[config.mk]
export PLATFORM = sky130hd
export DESIGN_NAME = wb_regfile
export DESIGN_NICKNAME = d
export VERILOG_FILES = /design/src/ma_pkg.sv /design/src/wb_regfile.sv
export SDC_FILE = /design/constraint.sdc
export NUM_CORES = 2
export LEC_CHECK = 0
export BUFFER_PORTS_ARGS = -buffer_cell sky130_fd_sc_hd__buf_2
export CORE_ASPECT_RATIO = 1.2
export CORE_UTILIZATION = 65
export DETAILED_ROUTE_END_ITERATION = 7
export GPL_TIMING_DRIVEN = 0
export PLACE_DENSITY = 0.86
export SLEW_MARGIN = 20
export SYNTH_ARGS = -nofsm -noshare
export SYNTH_HDL_FRONTEND = slang
export SYNTH_SLANG_ARGS = --single-unit
[constraint.sdc]
create_clock -name clk -period 53.2 [get_ports clk]
set_input_delay 5.32 -clock clk [delete_from_list [all_inputs] [get_ports clk]]
set_output_delay 5.32 -clock clk [all_outputs]
set_load 0.02 [all_outputs]
[src/ma_pkg.sv]
package ma_pkg;

    // basic widths
    localparam int DATA_W     = 32;
    localparam int ADDR_W     = 32;
    localparam int REG_IDX_W  = 5;
    localparam int REG_COUNT  = 32;
    localparam int BYTE_LANES = DATA_W / 8;

    // data memory depth in words
    localparam int MEM_WORDS = 256;
    localparam int MEM_IDX_W = $clog2(MEM_WORDS);

    typedef logic [DATA_W-1:0]     data_t;
    typedef logic [ADDR_W-1:0]     addr_t;
    typedef logic [REG_IDX_W-1:0]  reg_idx_t;
    typedef logic [MEM_IDX_W-1:0]  mem_idx_t;
    typedef logic [BYTE_LANES-1:0] byte_en_t;

    // codes kept compatible with the older rw_e field
    typedef enum logic [1:0] {
        ACC_NONE   = 2'b00,
        ACC_STORE  = 2'b01,
        ACC_LOAD_S = 2'b10,
        ACC_LOAD_U = 2'b11
    } acc_kind_e;

    // 2'b10 is not a legal length
    typedef enum logic [1:0] {
        SZ_BYTE = 2'b00,
        SZ_HALF = 2'b01,
        SZ_BAD  = 2'b10,
        SZ_WORD = 2'b11
    } acc_size_e;

    typedef enum logic [2:0] {
        MA_IDLE,
        MA_ACCESS,
        MA_RESULT,
        MA_WAIT_ACK,
        MA_WAIT_UP
    } ma_state_e;

    // execute to memory-access record
    typedef struct packed {
        acc_kind_e kind;
        acc_size_e size;
        reg_idx_t  rd;
        logic      wb_en;
        addr_t     ans;
        data_t     din;
    } ex_ma_t;

    // memory-access to writeback record
    typedef struct packed {
        logic     wb_en;
        reg_idx_t rd;
        data_t    value;
    } ma_wb_t;

endpackage

[src/wb_regfile.sv]
`timescale 1ns/1ps

module wb_regfile import ma_pkg::*; (
    input  logic     clk,
    input  logic     rst,

    // writeback link from the stage
    input  logic     down_syn,
    input  ma_wb_t   down_rec,
    output logic     down_ack,

    // read port
    input  reg_idx_t rf_raddr,
    output data_t    rf_rdata
);

    data_t regs [REG_COUNT];
    logic  take;

    // a record is taken once per handshake
    assign take = down_syn && !down_ack;

    always_ff @(posedge clk or posedge rst) begin
        if (rst) begin
            down_ack <= 1'b0;
            for (int i = 0; i < REG_COUNT; i++) begin
                regs[i] <= '0;
            end
        end else begin
            if (take) begin
                down_ack <= 1'b1;
                // r0 stays zero
                if (down_rec.wb_en && (down_rec.rd != '0)) begin
                    regs[down_rec.rd] <= down_rec.value;
                end
            end else if (down_ack && !down_syn) begin
                down_ack <= 1'b0;
            end
        end
    end

    assign rf_rdata = regs[rf_raddr];

endmodule

==> Yosys cells after proc, flatten, opt, wreduce, memory -nomap -nowiden <==
Cells that the tools add are included.
{ "word_totals": {"register_bits": 1025} }
{ "classes": {"n_reduce_logical": 9, "order_cmp": 3, "bitwise": 2, "muxes": 8} }
{ "op_table": {"columns": ["operator", "n"], "rows": [
  ["bitwise mux 1024 bit", 1],
  ["binary-select mux 32 bit (select 5 bit)", 1],
  ["demux 32 bit (select 5 bit)", 1],
  ["two-way mux 32 bit", 3],
  ["greater-or-equal comparator 6 bit, second input constant", 2],
  ["inverter 5 -> 6 bit", 2],
  ["< comparator 6 x 1 -> 1 bit, second input constant", 1],
  ["nonzero test 5 bit", 1],
  ["logical AND 1 bit", 4],
  ["logical NOT 1 bit", 2],
  ["two-way mux 1 bit", 2],
  ["AND reduction 2 bit", 1],
  ["nonzero test 2 bit", 1]
]} }

==> Depth between registers and ports, before layout <==
{ "logic_depth": {"depth_word": 6, "mapped_depth": 8, "depth_no_buf": 7} }

==> Worst setup path before layout <==
OpenSTA, ideal clock, no wires.
{ "synth_path": {"path_kind": "input to output", "from": "input port rf_raddr[1]", "to": "output port rf_rdata[0]", "path_stages": 8, "t_required_ns": 47.880, "t_arrival_ns": 6.630, "n_path_buf": 4, "path_slack_ns": 41.250, "cell_sequence": "buf_2 buf_4 buf_2 buf_2 mux2i_1 nand2_1 a31oi_1 nand3_1"} }
{ "synth_between": {"elab_chain_cells": 4} }
{ "synth_lines": {"columns": ["item", "line_no", "rtl"], "rows": [
  ["start: declaration", "wb_regfile.sv:13", "input reg_idx_t rf_raddr,"],
  ["inverter 5 -> 6 bit (implied by the code)", "wb_regfile.sv:42", "assign rf_rdata = regs[rf_raddr];"],
  ["binary-select mux 32 bit (select 5 bit)", "wb_regfile.sv:42", null],
  ["two-way mux 32 bit (implied by the code) (2 in series)", "wb_regfile.sv:42", null],
  ["end: declaration", "wb_regfile.sv:14", "output data_t rf_rdata"]
]} }
Every way passes these cells. The select of a mux whose other input is x is not followed.

==> Worst setup path in the final report <==
{ "layout_path": {"from": "input port rf_raddr[0]", "to": "output port rf_rdata[8]"} }
The elaborated chain is that of the path after synthesis.

==> flow_summary.toml <==
[layout]
fin_cells = 4650
drive_gt1_share_pct = 37.5
syn_to_final_growth_pct = 11.3
seqCellArea_sq_um = 25600
multi_input_area_sq_um = 19600
fin_util_pct = 73.3
final_nets = 3684
fillers = 4503

[worst_hold_path]
min_from = "regs[999]$_DFFE_PP0P_"
holdPathStages = 1
hold_path.class = "reg -> reg"
holdPathEnd = "regs[999]$_DFFE_PP0P_"

[setup_path]
crit_cells = 8
cp-end-kind = "output port"
required_ns = 47.88
reg2reg_slack_ns = 50.45
crit_path_cell_trace = "buf_2 -> nor2_1 -> clkbuf_1 -> clkbuf_1 -> a22oi_1 -> nand3_1 -> nand3_1 -> buf_2"
r2r_cells = 6
cpPeakStageDelay_ns = 0.91
cp_top_family = "buffers and inverters"
worstReg2RegEnd = "regs[139]$_DFFE_PP0P_"
crit_type = "in -> out"
crit_buf_inv = 4
worstPathArrival_ns = 8.34
crit_fanout = 10
timing.rr.start = "down_ack$_DFFE_PP0P_"
cp-start-kind = "primary input"
critPathSlowestCell = "clkbuf_1"

[timing]
fin_crit_ns = 13.66
drv_slew = 0
rsz0062_at_grt = "no"
setup_viol = 0
fin_crit_sh_pct = 25.7
finalSetupTns_ns = 0
fmax_mhz = 73.2
setup_slack_ns = 39.54
clock_skew_ns = 0.0145
finalHoldViolations = 0
tightest_slew_ns = 1.18
relSlewSlack_pct = 21.4

[place]
placed_cells = 4465
place_congestion = 0.985
io_buffers = 77
dp_hpwl_mm = 92.1
dp_worst_setup_slack_ns = 39.78

[logic_synthesis]
yosys-top-cells-count = "dfrtp_1 (1025), mux2_2 (971), mux2i_1 (512)"
synth-main-ff-cell = "dfrtp_1"
yosys.area.top_type = "dfrtp_1"
synth_area_sq_um = 46900
syn_inst = 3451
synth_nets = 3498
synth_top_cell_area_share_pct = 54.7
ys_seq_elements = 1025
synth_edf_count = 0
synthTopCellsByArea = "dfrtp_1 (55%), mux2_2 (23%), mux2i_1 (11%), a22oi_1 (1.5%), clkbuf_1 (1.4%)"
async_reset_ff_share_pct = 100
ys_types = 27
synth.most_common_cell = "dfrtp_1"
yosysSeqAreaShare_pct = 54.7
syn_avg_cell_area_sq_um = 13.6
yosys_warnings = 0

[power_and_ir_drop]
power.density_nw_per_um2 = 38.5
p_leak_nw = 26.1
power_mw = 2.01
peakVddDrop_mv = 0.0315

[flow_run]
cap_violations = 0

[cts]
cts.path.max_buffers = 3
clkTransAtPathRegs_ns = 0.06
h-tree-depth = 3
cts_hold_buf = 0
clk_latency_ns = 0.66
cts_buffers = 96
clock-sinks = 1025
cts-root-buf = "clkbuf_16"
cts-resized-gates = 0
postCtsSetupRepairBufs = 0
cts_tree = "done"

[floorplanning]
die_height_microns = 296
initial_core_util_pct = 65.8
fp.dieW_microns = 247
core-area_sq_um = 71200
design.die.area_sq_um = 73200
fp-row-count = 107
io_pins = 79

[detailed_routing]
vias = 30136
drtIter0Drc = 2630
wirelength_mm = 128
ant_nets = 0
drc = 8
avgViaCountPerCell = 6.48
drtPass1Iterations = 8
avgRoutedWirePerCell_microns = 27.4

[grt]
antenna_found_initial = 6
grt.total_usage_pct = 35.5
grt_pass1_wl_mm = 191
gr-total-overflow = 0
grt_pass1_vias = 31266
grt_max_degree = 109

[status]
run_status = "complete, but fails checks"
violations = "design-rule violations"
## cell usage in the layout, fill, tap and decap left out, drive strengths merged, types with 20 or more instances in the layout
| cell type | n |
|---|---|
| clkbuf | 317 |
| nor3 | 35 |
| nand2 | 115 |
| a22oi | 96 |
| mux2i | 512 |
| a31oi | 32 |
| a22o | 64 |
| dfrtp | 1025 |
| nor2 | 20 |
| mux2 | 993 |
| nand3 | 98 |
| a21oi | 96 |
| buf | 257 |
| clkinv | 21 |
## how the worst max path moves through the flow
stage	start	endpoint	slack [ns]
after floorplan	rst	down_ack$_DFFE_PP0P_	19.04
after global placement	rst	regs[995]$_DFFE_PP0P_	9.11
after detailed placement	rf_raddr[0]	rf_rdata[18]	39.78
after CTS	rf_raddr[0]	rf_rdata[8]	39.74
after global routing	rf_raddr[0]	rf_rdata[31]	39.55
final	rf_raddr[0]	rf_rdata[8]	39.54
## power by group
group | switching, mW | total, mW | internal, mW
clock | 0.304 | 0.745 | 0.441
combinational | 0.145 | 0.292 | 0.148
sequential | 0.0677 | 0.972 | 0.904
## layout make-up
cell class | count | share of cell area, %
Antenna cell | 6 | 0.0288
Buffer | 347 | 3.18
Clock buffer | 139 | 5.54
Clock inverter | 40 | 1.06
Inverter | 3 | 0.0359
Multi-Input combinational cell | 2076 | 37.5
Sequential cell | 1025 | 49.1
Tap cell | 926 | 2.22
Timing Repair Buffer | 88 | 1.32
## flip-flops by register name, indices dropped and copies added (netlist names)
name	cells
regs	1024
down_ack	1
## worst reg2reg max path, stage by stage, from the launching register on
cell and delay, ns:
dfrtp_1 0.39, inv_1 0.06, ha_1 0.26, nand4_1 0.49
nor2_1 0.63, buf_2 0.41, mux2_2 0.39
## cell families (layout without fill, tap and decap cells)
kind of cell	count (synthesis)	after routing	share of synthesized area [%]
other cells	0	6	0
flops	1025	1025	54.7
compound gates	288	288	4.18
mux	1505	1505	34.8
fa+ha+maj	1	1	0.0267
buf+inv	350	617	3.56
simple gates	282	282	2.77
## layer usage
layer	part of all wire (%)	track usage, %
met5	0.059	0.735
met4	5.8	20.0
met3	7.0	6.67
met2	48	56.9
met1	39	45.6
## through the flow
step	area, sq um	hold WS, ns
after global placement	48400	0.439
after global routing	52200	0.473
final	52200	0.457
after detailed placement	48800	0.447
after CTS	52200	0.460
after floorplan	46900	0.428
Note: power is estimated with default switching activity, not from simulation.
