===== config.mk =====
export PLATFORM = sky130hd
export DESIGN_NAME = ma_stage
export DESIGN_NICKNAME = d
export VERILOG_FILES = /design/src/ma_pkg.sv /design/src/ma_stage.sv
export SDC_FILE = /design/constraint.sdc
export NUM_CORES = 1
export LEC_CHECK = 0
export BUFFER_PORTS_ARGS = -buffer_cell sky130_fd_sc_hd__buf_2
export CELL_PAD_IN_SITES_DETAIL_PLACEMENT = 2
export CELL_PAD_IN_SITES_GLOBAL_PLACEMENT = 2
export CORE_ASPECT_RATIO = 1.25
export CORE_MARGIN = 1
export CORE_UTILIZATION = 31
export CTS_CLUSTER_SIZE = 25
export DETAILED_ROUTE_END_ITERATION = 10
export MAX_ROUTING_LAYER = met4
export PLACE_DENSITY = 0.79
export SYNTH_ARGS = -nofsm -noshare
export SYNTH_HDL_FRONTEND = slang
export SYNTH_SLANG_ARGS = --single-unit

===== constraint.sdc =====
create_clock -name clk -period 3.8 [get_ports clk]
set_input_delay 0.57 -clock clk [delete_from_list [all_inputs] [get_ports clk]]
set_output_delay 0.57 -clock clk [all_outputs]
set_load 0.01 [all_outputs]

===== src/ma_pkg.sv =====
package ma_pkg;

    // basic widths
    localparam int DATA_W     = 32;
    localparam int ADDR_W     = 32;
    localparam int REG_IDX_W  = 5;
    localparam int REG_COUNT  = 32;
    localparam int BYTE_LANES = DATA_W / 8;

    // data memory depth in words
    localparam int MEM_WORDS = 256;
    localparam int MEM_IDX_W = $clog2(MEM_WORDS);

    typedef logic [DATA_W-1:0]     data_t;
    typedef logic [ADDR_W-1:0]     addr_t;
    typedef logic [REG_IDX_W-1:0]  reg_idx_t;
    typedef logic [MEM_IDX_W-1:0]  mem_idx_t;
    typedef logic [BYTE_LANES-1:0] byte_en_t;

    // codes kept compatible with the older rw_e field
    typedef enum logic [1:0] {
        ACC_NONE   = 2'b00,
        ACC_STORE  = 2'b01,
        ACC_LOAD_S = 2'b10,
        ACC_LOAD_U = 2'b11
    } acc_kind_e;

    // 2'b10 is not a legal length
    typedef enum logic [1:0] {
        SZ_BYTE = 2'b00,
        SZ_HALF = 2'b01,
        SZ_BAD  = 2'b10,
        SZ_WORD = 2'b11
    } acc_size_e;

    typedef enum logic [2:0] {
        MA_IDLE,
        MA_ACCESS,
        MA_RESULT,
        MA_WAIT_ACK,
        MA_WAIT_UP
    } ma_state_e;

    // execute to memory-access record
    typedef struct packed {
        acc_kind_e kind;
        acc_size_e size;
        reg_idx_t  rd;
        logic      wb_en;
        addr_t     ans;
        data_t     din;
    } ex_ma_t;

    // memory-access to writeback record
    typedef struct packed {
        logic     wb_en;
        reg_idx_t rd;
        data_t    value;
    } ma_wb_t;

endpackage


===== src/ma_stage.sv =====
`timescale 1ns/1ps

module ma_stage import ma_pkg::*; (
    input  logic     clk,
    input  logic     rst,

    // upstream four-phase link
    input  logic     up_syn,
    input  ex_ma_t   up_rec,
    output logic     up_ack,

    // downstream four-phase link
    output logic     down_syn,
    output ma_wb_t   down_rec,
    input  logic     down_ack,

    // data memory port
    output logic     mem_en,
    output logic     mem_we,
    output mem_idx_t mem_idx,
    output byte_en_t mem_be,
    output data_t    mem_wdata,
    input  data_t    mem_rdata,

    output logic     access_err
);

    ma_state_e  state;
    ex_ma_t     cur_rec;
    logic       accept;
    logic       is_mem;
    logic       misaligned;
    logic       acc_err_c;
    logic       mem_go;
    logic       load_signed;
    logic       wb_en_c;
    logic [1:0] byte_off;
    logic [7:0] load_byte;
    logic [15:0] load_half;
    byte_en_t   be_c;
    data_t      wdata_c;
    data_t      load_val;
    data_t      wb_val;

    // new item only when idle and the previous ack is gone
    assign accept = (state == MA_IDLE) && up_syn && !up_ack;

    assign is_mem   = (cur_rec.kind != ACC_NONE);
    assign byte_off = cur_rec.ans[1:0];

    // alignment and length check
    always_comb begin
        case (cur_rec.size)
            SZ_BYTE: misaligned = 1'b0;
            SZ_HALF: misaligned = byte_off[0];
            SZ_WORD: misaligned = |byte_off;
            default: misaligned = 1'b1;
        endcase
    end

    assign acc_err_c = is_mem && misaligned;

    // lane mask and store data replicated across the lanes
    always_comb begin
        case (cur_rec.size)
            SZ_BYTE: begin
                be_c    = byte_en_t'(1) << byte_off;
                wdata_c = {4{cur_rec.din[7:0]}};
            end
            SZ_HALF: begin
                be_c    = byte_off[1] ? 4'b1100 : 4'b0011;
                wdata_c = {2{cur_rec.din[15:0]}};
            end
            SZ_WORD: begin
                be_c    = 4'b1111;
                wdata_c = cur_rec.din;
            end
            default: begin
                be_c    = 4'b0000;
                wdata_c = cur_rec.din;
            end
        endcase
    end

    // memory is driven only while in MA_ACCESS and never for a bad access
    assign mem_go    = (state == MA_ACCESS) && is_mem && !acc_err_c;
    assign mem_en    = mem_go;
    assign mem_we    = mem_go && (cur_rec.kind == ACC_STORE);
    assign mem_idx   = cur_rec.ans[MEM_IDX_W+1:2];
    assign mem_be    = be_c;
    assign mem_wdata = wdata_c;

    // pick the addressed lane, then extend
    assign load_byte   = mem_rdata[{byte_off, 3'b000} +: 8];
    assign load_half   = byte_off[1] ? mem_rdata[31:16] : mem_rdata[15:0];
    assign load_signed = (cur_rec.kind == ACC_LOAD_S);

    always_comb begin
        case (cur_rec.size)
            SZ_BYTE: load_val = {{(DATA_W-8){load_signed & load_byte[7]}}, load_byte};
            SZ_HALF: load_val = {{(DATA_W-16){load_signed & load_half[15]}}, load_half};
            default: load_val = mem_rdata;
        endcase
    end

    always_comb begin
        case (cur_rec.kind)
            ACC_NONE:  wb_val = cur_rec.ans;
            ACC_STORE: wb_val = '0;
            default:   wb_val = load_val;
        endcase
    end

    // stores and failed accesses never write a register
    assign wb_en_c = cur_rec.wb_en && (cur_rec.kind != ACC_STORE) && !acc_err_c;

    // control FSM and both handshakes
    always_ff @(posedge clk or posedge rst) begin
        if (rst) begin
            state      <= MA_IDLE;
            up_ack     <= 1'b0;
            down_syn   <= 1'b0;
            access_err <= 1'b0;
        end else begin
            access_err <= 1'b0;
            if (up_ack && !up_syn) begin
                up_ack <= 1'b0;
            end
            case (state)
                MA_IDLE: begin
                    if (accept) begin
                        up_ack <= 1'b1;
                        state  <= MA_ACCESS;
                    end
                end
                MA_ACCESS: begin
                    state <= MA_RESULT;
                end
                MA_RESULT: begin
                    // read data is on mem_rdata now
                    down_syn   <= 1'b1;
                    access_err <= acc_err_c;
                    state      <= MA_WAIT_ACK;
                end
                MA_WAIT_ACK: begin
                    if (down_ack) begin
                        down_syn <= 1'b0;
                        state    <= MA_WAIT_UP;
                    end
                end
                MA_WAIT_UP: begin
                    if (!down_ack && !up_syn) begin
                        state <= MA_IDLE;
                    end
                end
                default: state <= MA_IDLE;
            endcase
        end
    end

    // captured instruction
    always_ff @(posedge clk) begin
        if (accept) begin
            cur_rec <= up_rec;
        end
    end

    // writeback record, held until the handshake is done
    always_ff @(posedge clk) begin
        if (state == MA_RESULT) begin
            down_rec.wb_en <= wb_en_c;
            down_rec.rd    <= cur_rec.rd;
            down_rec.value <= wb_val;
        end
    end

endmodule


# Word-level counts from Yosys, hierarchy flattened
# Index checks and enable logic that the tools add are counted.
[word_totals]
register_bits = 118
in_bits = 110
out_inout_bits = 87
wordCells = 68
[op_classes]
n_eq_ne = 12
shifts = 2
n_mux = 17
bitwise = 2
reduce_logical = 22
[ops]
columns = ["op", "n"]
rows = [
  ["32-bit case mux with 2 select lines", 3],
  ["32-bit by 6-bit variable part select with 8-bit output", 1],
  ["16-bit two-way mux", 1],
  ["3-bit case mux with 5 select lines", 1],
  ["4-bit case mux with 3 select lines", 1],
  ["1-bit logical AND", 10],
  ["3-bit two-way mux", 3],
  ["3-bit by 2-bit == test with 1-bit output, second input constant", 2],
  ["2-bit != test, second input constant", 3],
  ["1-bit two-way mux", 5],
  ["2-bit by 1-bit == test with 1-bit output, second input constant", 2],
  ["2-bit == test, second input constant", 2],
  ["1-bit logical NOT", 4],
  ["2-bit logical NOT", 2],
  ["4-bit two-way mux", 1],
  ["2-bit nonzero test", 2],
  ["1-bit by 2-bit << shifter with 4-bit output, first input constant", 1],
  ["3-bit by 1-bit == test with 1-bit output, second input constant", 1],
  ["3-bit == test, second input constant", 1],
  ["3-bit logical NOT", 1],
  ["1-bit case mux with 3 select lines", 1],
  ["3-bit AND reduction", 1],
  ["1-bit bitwise AND", 2],
  ["2-bit by 1-bit != test with 1-bit output, second input constant", 1],
  ["3 further kinds", 3],
]

# Depth between registers and ports, before layout
[logic_depth]
ltp_word = 6
ltp_mapped = 6
mapped_depth_nobuf = 4

# Worst setup path after synthesis
# No wires, ideal clock.
[synth_timing]
kind = "input -> register"
startpoint = "input port up_syn"
endpoint = "register cur_rec, in the netlist byte_off[0] (enable)"
setup_ns = 0.440
t_arrival_ns = 2.456
t_required_ns = 3.360
path_slack_ns = 0.904
cell_stages = 2
n_path_buf = 0
path_cell_list = "nor2b_1 > and2_1"
[synth_between]
elab_chain_len = 2
[synth_lines]
columns = ["element", "line", "text"]
rows = [
  ["start: declaration", "ma_stage.sv:8", "input logic up_syn,"],
  ["1-bit logical AND (2 in a row)", "ma_stage.sv:46", "assign accept = (state == MA_IDLE) && up_syn && !up_ack;"],
  ["via accept", "ma_stage.sv:30", "logic accept;"],
  ["end signal: assignment", "ma_stage.sv:164", "cur_rec <= up_rec;"],
  ["end: declaration", "ma_stage.sv:29", "ex_ma_t cur_rec;"],
]
# The timed path passes the listed nets, and every way through them passes these cells.
# A chain may end at the register's enable or synchronous reset.

# Worst setup path after layout
[layout_timing]
startpoint = "register cur_rec[70] (netlist bit)"
endpoint = "output port mem_we"
[layout_between]
elab_chain_len = 6
elab_cells_between_ends = 8
cone_classes = "2 x eq/ne; 1 x mux; 5 x reduce/logical"
[layout_lines]
columns = ["element", "line", "text"]
rows = [
  ["2-bit == test (tied with other cells)", "ma_stage.sv:53", "case (cur_rec.size)"],
  ["1-bit case mux with 3 select lines *", "ma_stage.sv:53", ""],
  ["1-bit logical AND *", "ma_stage.sv:61", "assign acc_err_c = is_mem && misaligned;"],
  ["1-bit logical NOT *", "ma_stage.sv:86", "assign mem_go = (state == MA_ACCESS) && is_mem && !acc_err_c;"],
  ["1-bit logical AND *", "ma_stage.sv:86", ""],
  ["1-bit logical AND *", "ma_stage.sv:88", "assign mem_we = mem_go && (cur_rec.kind == ACC_STORE);"],
  ["end: declaration", "ma_stage.sv:19", "output logic mem_we,"],
]
# Mark *: on every way between the ends. The rest lies on a longest branch, timed or not.

==> impl_metrics.json <==
{
  "cts_tree": "built",
  "clk_latency_ns": 0.42,
  "r2r_end": "down_rec[12]",
  "start_kind": "register",
  "multiInputGateArea_um2": 1509,
  "cts_sinks": 118,
  "synth_flop_cell": "edfxtp_1",
  "die_h_um": 147.8,
  "ys_types": 40,
  "ys_ff_latch": 118,
  "grt_max_degree": 75,
  "port_buffers": 196,
  "post-cts-setup-buffer-count": 0,
  "r2r_cells": 4,
  "period_share_pct": 83.49,
  "cp-end-kind": "output port",
  "setup_viol": 0,
  "wirelength_um": 16590,
  "min_path_type": "input pin to asynchronous set/reset pin",
  "max_freq_mhz": 315.2,
  "hold_buffers": 0,
  "netlist_area_um2": 5273,
  "stdcell_area_um2": 6969,
  "synth_edf_count": 112,
  "relSlewSlack_pct": 29.42,
  "firstDrtPassIters": 5,
  "yosys_warnings": 0,
  "nets": 689,
  "outcome": "complete, no violations",
  "die_width_um": 118.6,
  "period_minus_slack_ns": 3.173,
  "finClkSkew_ns": 0.009742,
  "rows": 52,
  "grt_antenna_before_repair": 1,
  "via_per_inst": 4.912,
  "postRouteAntennaNets": 0,
  "cp.required_ns": 3.23,
  "grt_pass1_vias": 4471,
  "hold_viol_final": 0,
  "area_growth_pct": 32.18,
  "slew_violations": 0,
  "fill_cells": 1718,
  "synth.largest_area_cell": "edfxtp_1",
  "arrival_ns": 2.60,
  "clk_pin_slew_ns": 0.06,
  "cts_root_buf": "clkbuf_16",
  "post_layout_nonfiller_instances": 809,
  "rsz0062_at_grt": "no",
  "tightestPinTransition_ns": 1.059,
  "grt_overflow": 0,
  "cts_made_buffers": 17,
  "p_per_area_nw_per_um2": 695.4,
  "synth_fp_nets": 508,
  "drt_iter0_drc": 156,
  "core_um2": 16400,
  "syn_inst": 398,
  "vias": 3974,
  "leakage_nw": 2.804,
  "crit_path_max_fanout": 17,
  "initial_utilization_pct": 32.16,
  "ctsHtreeMaxLevel": 4,
  "ys_top_cells_by_area": "edfxtp_1 (64%), nor2b_1 (4.5%), a21oi_1 (4.2%)",
  "post-dp-hpwl_um": 11920,
  "drc_errors": 0,
  "cts_resized": 0,
  "finalPower_w": 0.004846,
  "avgSynthCellArea_um2": 13.25,
  "seqCellArea_um2": 3513,
  "max-cap-violations": 0,
  "synth_top_cell_area_share_pct": 63.79,
  "grtUsageTotal_pct": 20.14,
  "regToRegSetupSlack_ns": 1.25,
  "wl_per_cell_um": 20.50,
  "synth-async-reset-ratio_pct": 5.085,
  "post-place-cells": 776,
  "worstReg2RegStart": "cur_rec[71]",
  "layout-drive-gt1-share_pct": 44.59,
  "criticalPathCategory": "register to output port",
  "ioPinCount": 197,
  "grt_pass1_wl_um": 25380,
  "cts_buffer_depth": 2,
  "tns_ns": 0,
  "vdd_drop_max_uv": 291.3,
  "yosysSeqAreaShare_pct": 66.64,
  "die_area_um2": 17540,
  "gp_congestion": 0.8261,
  "place_area_um2": 6334
}
[kinds of logic (layout without fill, tap and decap cells)]
kind of cell / count (synthesis) / count (layout) / share of synthesized area, %
flops: 118 / 118 / 66.64
simple gates: 112 / 112 / 10.58
compound gates: 97 / 97 / 12.34
buf+inv: 44 / 238 / 4.936
mux: 27 / 27 / 5.505
other cells: 0 / 1 / 0
[where the power goes]
group | internal [W] | total (W) | switching, W | leakage (nW)
combinational | 0.000423 | 0.00110 | 0.000675 | 1.40
clock | 0.00110 | 0.00172 | 0.000616 | 0.297
sequential | 0.00185 | 0.00203 | 0.000180 | 1.11
[worst max path at each step]
stage	startpoint	end	slack (ns)	cells past startpoint
3_3_place_gp	cur_rec[70]	mem_we	1.21	5
5_1_grt	cur_rec[70]	mem_we	0.46	5
6_report	cur_rec[70]	mem_we	0.63	5
2_1_floorplan	up_syn	byte_off[0]	0.90	2
3_5_place_dp	cur_rec[70]	mem_we	1.05	5
4_1_cts	cur_rec[70]	mem_we	0.60	5
[routing by layer]
metal | up-vias | global-route usage, % | part of all wire [%] | routed length [um]
met5 | - | - | 0 | 0
met4 | 0 | 5.759 | 0.89 | 148
met3 | 11 | 5.401 | 6.6 | 1091
met2 | 166 | 36.67 | 54 | 8887
met1 | 1967 | 21.25 | 39 | 6460
li1 | 1830 | - | - | -
[flip-flops by register name, summed over array words and instances (netlist names)]
signal	cells
access_err	1
down_syn	1
byte_off	2
state	3
down_rec	38
up_ack	1
cur_rec	64
mem_idx	8
[worst max-delay path, stage by stage, from the launching register on]
cell and delay (ns):
edfxtp_1 0.86, nor2b_1 0.25, a2bb2oi_1 0.38, nand3_1 0.20, nor3b_1 0.30, buf_2 0.19
[metrics by stage]
stage | setup WS (ns) | hold slack (ns) | util, %
after floorplan | 0.9039 | 0.3610 | -
final | 0.6273 | 0.05808 | 42.51
after CTS | 0.5951 | 0.05485 | 42.49
after global routing | 0.4587 | 0.07147 | 42.51
after global placement | 1.213 | 0.4018 | 38.63
after detailed placement | 1.054 | 0.4117 | 38.63
[synthesized netlist by cell type (2+ instances only)]
cell,number
dfrtp_1,6
edfxtp_1,112
inv_1,3
mux2i_1,11
buf_4,17
nor3b_1,2
nor2_1,12
mux2_2,16
o2bb2ai_1,8
o22a_2,8
a221o_1,6
buf_2,7
a31oi_1,2
nand2_1,49
a21oi_1,44
o21ai_0,9
nor3_1,3
buf_1,2
o21bai_1,2
o21a_1,2
nand3_1,3
buf_6,3
clkbuf_1,11
nor2b_1,38
o211ai_1,7
[placed cells by master (no fill, tap or decap), drive strengths merged, types with 3 or more instances in the layout]
cell type	instances
o21ai	9
clkbuf	18
mux2i	11
nor3	4
clkinvlp	3
a21oi	44
o2bb2ai	8
mux2	16
bufinv	4
clkinv	6
o22a	8
inv	5
buf	202
nand2	49
nor2b	38
a221o	7
nand3	3
o211ai	7
edfxtp	112
nor2	12
dfrtp	6
[layout make-up]
class / count / area share, %
Sequential cell: 118 / 50.41
Multi-Input combinational cell: 236 / 21.65
Timing Repair Buffer: 202 / 14.72
Clock buffer: 18 / 6.158
Tap cell: 216 / 3.878
Clock inverter: 14 / 2.926
Inverter: 4 / 0.2154
Antenna cell: 1 / 0.03591
Note: power is estimated with default switching activity, not from simulation.
